## src/hw/stepper_pkg.sv

```systemverilog
package stepper_pkg;

  localparam int PWM_BITS = 8;

  typedef logic [31:0] word_t;  // One SPI word
  typedef logic [7:0] byte_t;
  typedef logic [31:0] duration_t;  // Move length in CLK cycles
  typedef logic [23:0] divisor_t;  // CLK cycles per step
  typedef logic [1:0] ustep_t;  // Microstep exponent
  typedef logic signed [15:0] pos_t;  // Rotor position in table units
  typedef logic [PWM_BITS-1:0] pwm_t;

  // Command headers in the top byte of a word
  localparam byte_t HDR_MOVE = 8'd1;
  localparam byte_t HDR_DIR = 8'd2;
  localparam byte_t HDR_DIVISOR = 8'd3;
  localparam byte_t HDR_USTEP = 8'd4;

  localparam divisor_t DIVISOR_RESET = 24'd50000;
  localparam ustep_t USTEP_RESET = 2'd0;

  // Quarter sine sampled mid-interval so entry 7-i gives the cosine
  localparam pwm_t MAG_TABLE [0:7] = '{
    8'd25,
    8'd74,
    8'd120,
    8'd162,
    8'd197,
    8'd225,
    8'd244,
    8'd254
  };

  typedef enum logic {
    DEC_HEADER,
    DEC_PAYLOAD
  } dec_state_t;

endpackage

```

## src/hw/spi_slave.sv

```systemverilog
`timescale 1ns/1ps

module spi_slave (
  input  logic               CLK,
  input  logic               rst_n,
  input  logic               sck,
  input  logic               ssel,
  input  logic               mosi,
  output logic               miso,
  input  stepper_pkg::byte_t tx_byte,
  output logic               byte_valid,
  output stepper_pkg::byte_t byte_data,
  output logic               ssel_active
);

  logic [2:0] sck_sync;  // Two sync flops plus one for edge detect
  logic [2:0] ssel_sync;
  logic [1:0] mosi_sync;
  logic       sck_rise;
  logic       sck_fall;
  logic       ssel_start;
  logic [2:0] bit_cnt;
  stepper_pkg::byte_t rx_shift;
  stepper_pkg::byte_t tx_shift;

  always_ff @(posedge CLK) begin
    if (!rst_n) begin
      sck_sync  <= '0;
      ssel_sync <= '1;  // Deselected
      mosi_sync <= '0;
    end else begin
      sck_sync  <= {sck_sync[1:0], sck};
      ssel_sync <= {ssel_sync[1:0], ssel};
      mosi_sync <= {mosi_sync[0], mosi};
    end
  end

  assign sck_rise    = sck_sync[1] & ~sck_sync[2];
  assign sck_fall    = ~sck_sync[1] & sck_sync[2];
  assign ssel_start  = ~ssel_sync[1] & ssel_sync[2];
  assign ssel_active = ~ssel_sync[1];
  assign miso        = tx_shift[7];  // MSB first

  // Bit counter and byte strobe
  always_ff @(posedge CLK) begin
    if (!rst_n) begin
      bit_cnt    <= '0;
      byte_valid <= 1'b0;
    end else begin
      byte_valid <= 1'b0;
      if (!ssel_active) begin
        bit_cnt <= '0;  // Abort partial byte
      end else if (sck_rise) begin
        bit_cnt <= bit_cnt + 3'd1;
        if (bit_cnt == 3'd7) byte_valid <= 1'b1;
      end
    end
  end

  always_ff @(posedge CLK) begin
    if (ssel_active && sck_rise) begin
      rx_shift <= {rx_shift[6:0], mosi_sync[1]};
      if (bit_cnt == 3'd7) byte_data <= {rx_shift[6:0], mosi_sync[1]};
    end
  end

  // Mode 0 output puts the first bit on the pin before the first rising edge
  always_ff @(posedge CLK) begin
    if (!rst_n) begin
      tx_shift <= '0;
    end else if (ssel_start) begin
      tx_shift <= tx_byte;
    end else if (!ssel_active) begin
      tx_shift <= '0;  // Idle low
    end else if (sck_fall) begin
      if (bit_cnt == 3'd0) tx_shift <= tx_byte;  // Byte boundary
      else tx_shift <= {tx_shift[6:0], 1'b0};
    end
  end

endmodule

```

## src/hw/word_assembler.sv

```systemverilog
`timescale 1ns/1ps

module word_assembler (
  input  logic               CLK,
  input  logic               rst_n,
  input  logic               byte_valid,
  input  stepper_pkg::byte_t byte_data,
  input  logic               ssel_active,
  output stepper_pkg::byte_t tx_byte,
  input  logic               busy,
  input  stepper_pkg::pos_t  position,
  output logic               word_valid,
  output stepper_pkg::word_t word_data,
  output logic               led
);

  logic [1:0]         byte_idx;
  logic [23:0]        low_bytes;  // First three bytes of the word
  stepper_pkg::word_t status_q;
  logic               last_byte;

  assign last_byte = byte_valid && (byte_idx == 2'd3);

  always_ff @(posedge CLK) begin
    if (!rst_n) begin
      byte_idx   <= '0;
      word_valid <= 1'b0;
      led        <= 1'b0;
    end else begin
      word_valid <= last_byte;
      if (!ssel_active) byte_idx <= '0;
      else if (byte_valid) byte_idx <= byte_idx + 2'd1;
      if (word_valid) led <= ~led;  // Activity blink
    end
  end

  // Least significant byte arrives first
  always_ff @(posedge CLK) begin
    if (byte_valid) begin
      if (byte_idx != 2'd3) low_bytes[{byte_idx, 3'b000} +: 8] <= byte_data;
      else word_data <= {byte_data, low_bytes};
    end
  end

  // Status follows live values while idle and freezes for the word in flight
  always_ff @(posedge CLK) begin
    if (!ssel_active || last_byte) begin
      status_q <= {busy, 15'd0, position};
    end
  end

  assign tx_byte = status_q[{byte_idx, 3'b000} +: 8];

endmodule

```

## src/hw/cmd_decoder.sv

```systemverilog
`timescale 1ns/1ps

module cmd_decoder (
  input  logic                   CLK,
  input  logic                   rst_n,
  input  logic                   word_valid,
  input  stepper_pkg::word_t     word_data,
  output logic                   move_start,
  output stepper_pkg::duration_t move_duration,
  output stepper_pkg::divisor_t  divisor,
  output logic                   dir,
  output stepper_pkg::ustep_t    ustep
);

  stepper_pkg::dec_state_t state;
  stepper_pkg::byte_t      header;

  assign header = word_data[31:24];

  always_ff @(posedge CLK) begin
    if (!rst_n) begin
      state      <= stepper_pkg::DEC_HEADER;
      move_start <= 1'b0;
      divisor    <= stepper_pkg::DIVISOR_RESET;
      dir        <= 1'b0;
      ustep      <= stepper_pkg::USTEP_RESET;
    end else begin
      move_start <= 1'b0;
      if (word_valid) begin
        case (state)
          stepper_pkg::DEC_HEADER: begin
            case (header)
              stepper_pkg::HDR_MOVE: begin
                state <= stepper_pkg::DEC_PAYLOAD;  // Duration follows
              end
              stepper_pkg::HDR_DIR: begin
                dir <= word_data[0];
              end
              stepper_pkg::HDR_DIVISOR: begin
                divisor <= word_data[23:0];
              end
              stepper_pkg::HDR_USTEP: begin
                ustep <= word_data[1:0];
              end
              default: begin
                state <= stepper_pkg::DEC_HEADER;  // Unknown header dropped
              end
            endcase
          end
          stepper_pkg::DEC_PAYLOAD: begin
            move_start <= 1'b1;
            state      <= stepper_pkg::DEC_HEADER;
          end
          default: begin
            state <= stepper_pkg::DEC_HEADER;
          end
        endcase
      end
    end
  end

  // Duration held until the next move word
  always_ff @(posedge CLK) begin
    if (word_valid && state == stepper_pkg::DEC_PAYLOAD) begin
      move_duration <= word_data;
    end
  end

endmodule

```

## src/hw/step_generator.sv

```systemverilog
`timescale 1ns/1ps

module step_generator (
  input  logic                   CLK,
  input  logic                   rst_n,
  input  logic                   move_start,
  input  stepper_pkg::duration_t move_duration,
  input  stepper_pkg::divisor_t  divisor,
  output logic                   step,
  output logic                   busy
);

  stepper_pkg::duration_t elapsed;  // Busy cycle number from 1
  stepper_pkg::divisor_t  intra;    // Cycle within the current step period
  logic                   step_due;

  // Compare with >= so a divisor lowered mid-move still steps
  assign step_due = (divisor != '0) && (intra >= divisor);
  assign step     = busy && step_due;

  always_ff @(posedge CLK) begin
    if (!rst_n) begin
      busy    <= 1'b0;
      elapsed <= '0;
      intra   <= '0;
    end else if (move_start) begin
      // Restarts a running move as well
      busy    <= (move_duration != '0);
      elapsed <= 32'd1;
      intra   <= 24'd1;
    end else if (busy) begin
      if (elapsed == move_duration) begin
        busy <= 1'b0;
      end
      elapsed <= elapsed + 32'd1;
      if (step_due) intra <= 24'd1;
      else intra <= intra + 24'd1;
    end else begin
      elapsed <= '0;
      intra   <= '0;
    end
  end

endmodule

```

## src/hw/phase_sequencer.sv

```systemverilog
`timescale 1ns/1ps

module phase_sequencer (
  input  logic                CLK,
  input  logic                rst_n,
  input  logic                step,
  input  logic                dir,
  input  stepper_pkg::ustep_t ustep,
  output stepper_pkg::pos_t   position,
  output logic                phase_a1,
  output logic                phase_a2,
  output logic                phase_b1,
  output logic                phase_b2,
  output logic                pwm_a,
  output logic                pwm_b
);

  stepper_pkg::pos_t delta;
  logic              energized;  // Coils stay off until the first step
  stepper_pkg::pwm_t pwm_cnt;
  logic [1:0]        quadrant;
  logic [2:0]        angle;
  stepper_pkg::pwm_t mag_a;
  stepper_pkg::pwm_t mag_b;

  // Full step is 8 table units
  assign delta = stepper_pkg::pos_t'(16'd8 >> ustep);

  always_ff @(posedge CLK) begin
    if (!rst_n) begin
      position  <= '0;
      energized <= 1'b0;
      pwm_cnt   <= '0;
    end else begin
      pwm_cnt <= pwm_cnt + 1'b1;  // Free running
      if (step) begin
        energized <= 1'b1;
        position  <= dir ? position - delta : position + delta;
      end
    end
  end

  // 32 table units per electrical cycle
  assign quadrant = position[4:3];
  assign angle    = position[2:0];
  assign mag_a    = stepper_pkg::MAG_TABLE[angle];
  assign mag_b    = stepper_pkg::MAG_TABLE[3'd7 - angle];  // Cosine

  always_comb begin
    phase_a1 = 1'b0;
    phase_a2 = 1'b0;
    phase_b1 = 1'b0;
    phase_b2 = 1'b0;
    if (energized) begin
      case (quadrant)
        2'd0: {phase_a1, phase_b1} = 2'b11;
        2'd1: {phase_a2, phase_b1} = 2'b11;
        2'd2: {phase_a2, phase_b2} = 2'b11;
        default: {phase_a1, phase_b2} = 2'b11;
      endcase
    end
  end

  assign pwm_a = energized && (pwm_cnt < mag_a);
  assign pwm_b = energized && (pwm_cnt < mag_b);

endmodule

```

## src/hw/stepper_top.sv

```systemverilog
`timescale 1ns/1ps

module stepper_top (
  input  logic CLK,
  input  logic rst_n,
  input  logic sck,
  input  logic ssel,
  input  logic mosi,
  output logic miso,
  output logic led,
  output logic busy,
  output logic phase_a1,
  output logic phase_a2,
  output logic phase_b1,
  output logic phase_b2,
  output logic pwm_a,
  output logic pwm_b
);

  stepper_pkg::byte_t     tx_byte;
  logic                   byte_valid;
  stepper_pkg::byte_t     byte_data;
  logic                   ssel_active;
  logic                   word_valid;
  stepper_pkg::word_t     word_data;
  logic                   move_start;
  stepper_pkg::duration_t move_duration;
  stepper_pkg::divisor_t  divisor;
  logic                   dir;
  stepper_pkg::ustep_t    ustep;
  logic                   step;
  stepper_pkg::pos_t      position;

  spi_slave u_spi (
    .CLK(CLK), .rst_n(rst_n), .sck(sck), .ssel(ssel), .mosi(mosi), .miso(miso),
    .tx_byte(tx_byte), .byte_valid(byte_valid), .byte_data(byte_data),
    .ssel_active(ssel_active)
  );

  word_assembler u_words (
    .CLK(CLK), .rst_n(rst_n), .byte_valid(byte_valid), .byte_data(byte_data),
    .ssel_active(ssel_active), .tx_byte(tx_byte), .busy(busy), .position(position),
    .word_valid(word_valid), .word_data(word_data), .led(led)
  );

  cmd_decoder u_dec (
    .CLK(CLK), .rst_n(rst_n), .word_valid(word_valid), .word_data(word_data),
    .move_start(move_start), .move_duration(move_duration), .divisor(divisor),
    .dir(dir), .ustep(ustep)
  );

  step_generator u_stepgen (
    .CLK(CLK), .rst_n(rst_n), .move_start(move_start), .move_duration(move_duration),
    .divisor(divisor), .step(step), .busy(busy)
  );

  phase_sequencer u_phase (
    .CLK(CLK), .rst_n(rst_n), .step(step), .dir(dir), .ustep(ustep),
    .position(position), .phase_a1(phase_a1), .phase_a2(phase_a2),
    .phase_b1(phase_b1), .phase_b2(phase_b2), .pwm_a(pwm_a), .pwm_b(pwm_b)
  );

endmodule

```

## config.mk

```make
export PLATFORM = sky130hd
export DESIGN_NAME = stepper_top
export DESIGN_NICKNAME = d
export VERILOG_FILES = /design/src/hw/stepper_pkg.sv /design/src/hw/spi_slave.sv /design/src/hw/word_assembler.sv /design/src/hw/cmd_decoder.sv /design/src/hw/step_generator.sv /design/src/hw/phase_sequencer.sv /design/src/hw/stepper_top.sv
export SDC_FILE = /design/constraint.sdc
export NUM_CORES = 1
export LEC_CHECK = 0
export BUFFER_PORTS_ARGS = -buffer_cell sky130_fd_sc_hd__buf_2
export CAP_MARGIN = 20
export CORE_UTILIZATION = 57
export DETAILED_ROUTE_END_ITERATION = 8
export PLACE_DENSITY_LB_ADDON = 0.25
export SLEW_MARGIN = 15
export SYNTH_ARGS = -nofsm -noshare
export SYNTH_HDL_FRONTEND = slang
export SYNTH_HIERARCHICAL = 1
export SYNTH_SLANG_ARGS = --single-unit
```

## constraint.sdc

```tcl
create_clock -name CLK -period 2.6 [get_ports CLK]
set_input_delay 0.65 -clock CLK [delete_from_list [all_inputs] [get_ports CLK]]
set_output_delay 0.65 -clock CLK [all_outputs]
set_load 0.01 [all_outputs]
```

==> reports/metrics.csv <==
stage,metric,value,unit
finish,most-common-layout-cells,"dfxtp_1, edfxtp_1, nand2_1",
detailed_routing,firstDrtPassIters,5,
synth,synth_flop_cell,dfxtp_1,
global_routing,grt_pass1_wl,39.7,mm
clocking,cts.sinks,255,
synth,async_flop_share,0,
pwr,power_density,586,mW/mm2
synth,ys_seq_area_frac,0.524,
setup_path,endpoint_kind,output pin,
global_routing,grt_pass1_vias,7859,
clocking,clockBufferDepth,3,
die,die_w,147,um
clocking,cts_tree,yes,
sta,fin_crit,2.85,ns
placed_design,dp_slack,-0.0277,ns
pwr,peakVddDrop,0.525,mV
sta,fmax,0.351,GHz
global_routing,track_usage,0.228,
sta,relSlewSlack,0.268,
synth,syn_area_per_cell,10.9,um2
die,num_rows,52,
clocking,ctsHtreeMaxLevel,1,
status,status,"finished, violations left",
clocking,clkTransAtPathRegs,0.06,ns
worst_hold_path,holdPathEnd,u_spi/ssel_sync[0],
placed_design,dpl_cell_area,0.0125,mm2
synth,synthCells,1104,
finish,area_growth,14.2,%
synth,synth_edf_count,120,
die,ios,14,
pwr,p_leak,0.00509,uW
detailed_routing,ant_nets,0,
worst_hold_path,worstHoldStart,ssel,
worst_hold_path,hold_depth,2,
finish,final-seq-area,0.00632,mm2
placed_design,hpwl,17.0,mm
setup_path,crit_required,1.95,ns
detailed_routing,wl_per_cell,16.7,um
run,maxCapViolCount,0,
setup_path,cp-start-kind,flip-flop,
global_routing,antenna_found_initial,0,
clocking,cts_root_buf,clkbuf_16,
clocking,cts_made_buffers,27,
setup_path,r2r_start,u_dec/divisor[18],
sta,timing.setup.tns,-0.485,ns
finish,nNetsFinal,1233,
sta,skew,0.0167,ns
global_routing,grt_start_max_net_pins,66,
detailed_routing,drt_iter0_drc,438,
sta,post-route-worst-setup-slack,-0.248,ns
detailed_routing,vias_per_cell,5.55,
sta,hold_violations,0,
finish,drive_above_1_share,0.143,
detailed_routing,drcViolationCount,0,
setup_path,r2r.worst_path.cells,13,
detailed_routing,wirelength,24.2,mm
sta,tightestPinTransition,1.10,ns
detailed_routing,vias,8037,
synth,yosysWarnings,6,
synth,syn-cell-area,0.0120,mm2
die,start_util,0.588,
die,dieHeight,147,um
synth,ys_ff_latch,255,
sta,setup_viol,2,
sta,drv_slew,0,
finish,fin_area,0.0138,mm2
synth,yosysUniqueCellTypes,76,
placed_design,routabilityCongestion,0.857,
global_routing,grt-ovfl-total,0,
clocking,clk_latency,0.54,ns
finish,nFillCells,1571,
setup_path,crit_arrival,2.20,ns
setup_path,crit_type,flip-flop to output pin,
pwr,p_total,8050,uW
status,violations,negative setup slack,
sta,rsz0062_at_grt,yes,
die,dieArea,0.0217,mm2
setup_path,regToRegSetupSlack,0.05,ns
finish,diodes,0,
sta,fin_crit_sh,1.10,
setup_path,regToRegEndpoint,u_phase/position[14],
synth,synth_nets,1180,
placed_design,numPortBuffers,13,
finish,final_common_cell,dfxtp_1,
die,coreArea,0.0205,mm2
finish,multi_input_area,0.00554,mm2
setup_path,cp_max_fo,4,
worst_hold_path,hold_class,primary input to flip-flop,
through the flow:
stage,instances,hold slack (ns),utilization
after floorplan,1104,0.385,-
after global placement,1388,0.394,0.612
after detailed placement,1388,0.398,0.612
after CTS,1444,0.290,0.662
after global routing,1448,0.285,0.671
final,1448,0.303,0.671
power breakdown:
part | switching (uW) | internal [uW] | leakage, uW
Sequential | 13.3 | 4180 | 0.00218
Clock | 1550 | 2230 | 0.000428
Combinational | 50.1 | 30.9 | 0.00249
metal layers:
metal | global-route usage | wire length, um | vias up | share of wire
li1 | - | - | 4048 | -
met1 | 0.299 | 11000 | 3791 | 0.45
met2 | 0.383 | 11600 | 144 | 0.48
met3 | 0.0302 | 804 | 54 | 0.033
met4 | 0.0912 | 820 | 0 | 0.034
met5 | 0 | 0 | - | 0
state kept, by name, indices dropped and copies added, names as in the netlist, 7 cells and up:
name	cells
u_stepgen/intra	24
u_spi/byte_data	8
u_words/word_data	32
u_phase/position	16
u_words/low_bytes	24
u_phase/pwm_cnt	8
u_stepgen/elapsed	32
u_words/status_q	17
u_dec/move_duration	32
u_spi/tx_shift	8
u_spi/rx_shift	7
u_dec/divisor	24
layout make-up:
type,count,share of cell area
multi-input combinational,760,0.403
tap,270,0.0246
sequential,255,0.460
timing repair buffer,61,0.0351
inverter,52,0.0146
clock inverter,14,0.0117
clock buffer,36,0.0516
timing repair:
item | 4_1_cts | 5_1_grt
setup buffers | 6 | 4
pin swaps | 14 | 12
gates cloned | 0 | 1
setup endpoints to repair | 8 | 14
hold buffers | 0 | 0
gates resized for setup | 29 | 31
synth_stat cells, drive strengths merged, types with 7 or more instances:
cell / instances / area (um2)
ha: 70 / 876
nor3: 40 / 243
nand3: 25 / 125
edfxtp: 120 / 3600
a31oi: 7 / 43.8
xnor2: 58 / 508
nor2b: 16 / 100
inv: 52 / 195
a21oi: 40 / 208
clkbuf: 28 / 118
mux2i: 40 / 400
nand3b: 9 / 80.1
nor4: 23 / 150
buf: 9 / 90.1
and2: 47 / 295
a21o: 9 / 67.6
dfxtp: 135 / 2700
o32ai: 7 / 61.3
o21a: 7 / 52.6
or3: 8 / 50.1
o21ai: 33 / 165
nor2: 75 / 282
nand2: 88 / 330
nand2b: 11 / 71.3
xor2: 41 / 359
nand4: 27 / 175
and3: 15 / 97.6
critical path: stages, from the launching register on:
cell and delay (ns):
dfxtp_4 0.37, ha_4 0.17, mux2i_1 0.13, ha_1 0.25
a21o_1 0.16, a21o_1 0.16, a211oi_2 0.18, o31a_1 0.13
buf_2 0.12
cells by family after synthesis:
logic type | count (synthesis) | share of synthesized area
and+or+nand+nor | 419 | 0.193
DFF | 255 | 0.524
muxes | 41 | 0.0342
adders and majority gates | 71 | 0.0744
buffers and inverters | 89 | 0.0334
AOI/OAI and AO/OA | 130 | 0.0694
xor gates and xnor gates | 99 | 0.0720
worst max path at each step:
| stage | startpoint | end | slack [ns] | depth (start not counted) |
|---|---|---|---|---|
| floorplan | u_phase/position[2] | pwm_a | 0.04 | 7 |
| global placement | u_dec/divisor[19] | u_phase/position[12] | 0.04 | 12 |
| detailed placement | u_dec/divisor[21] | u_phase/position[12] | -0.03 | 12 |
| CTS | u_phase/position[0] | pwm_a | -0.25 | 8 |
| global route | u_phase/position[1] | pwm_b | -0.35 | 11 |
| finish | u_phase/position[0] | pwm_a | -0.25 | 8 |
No activity file was read; power rests on OpenSTA's default activity.
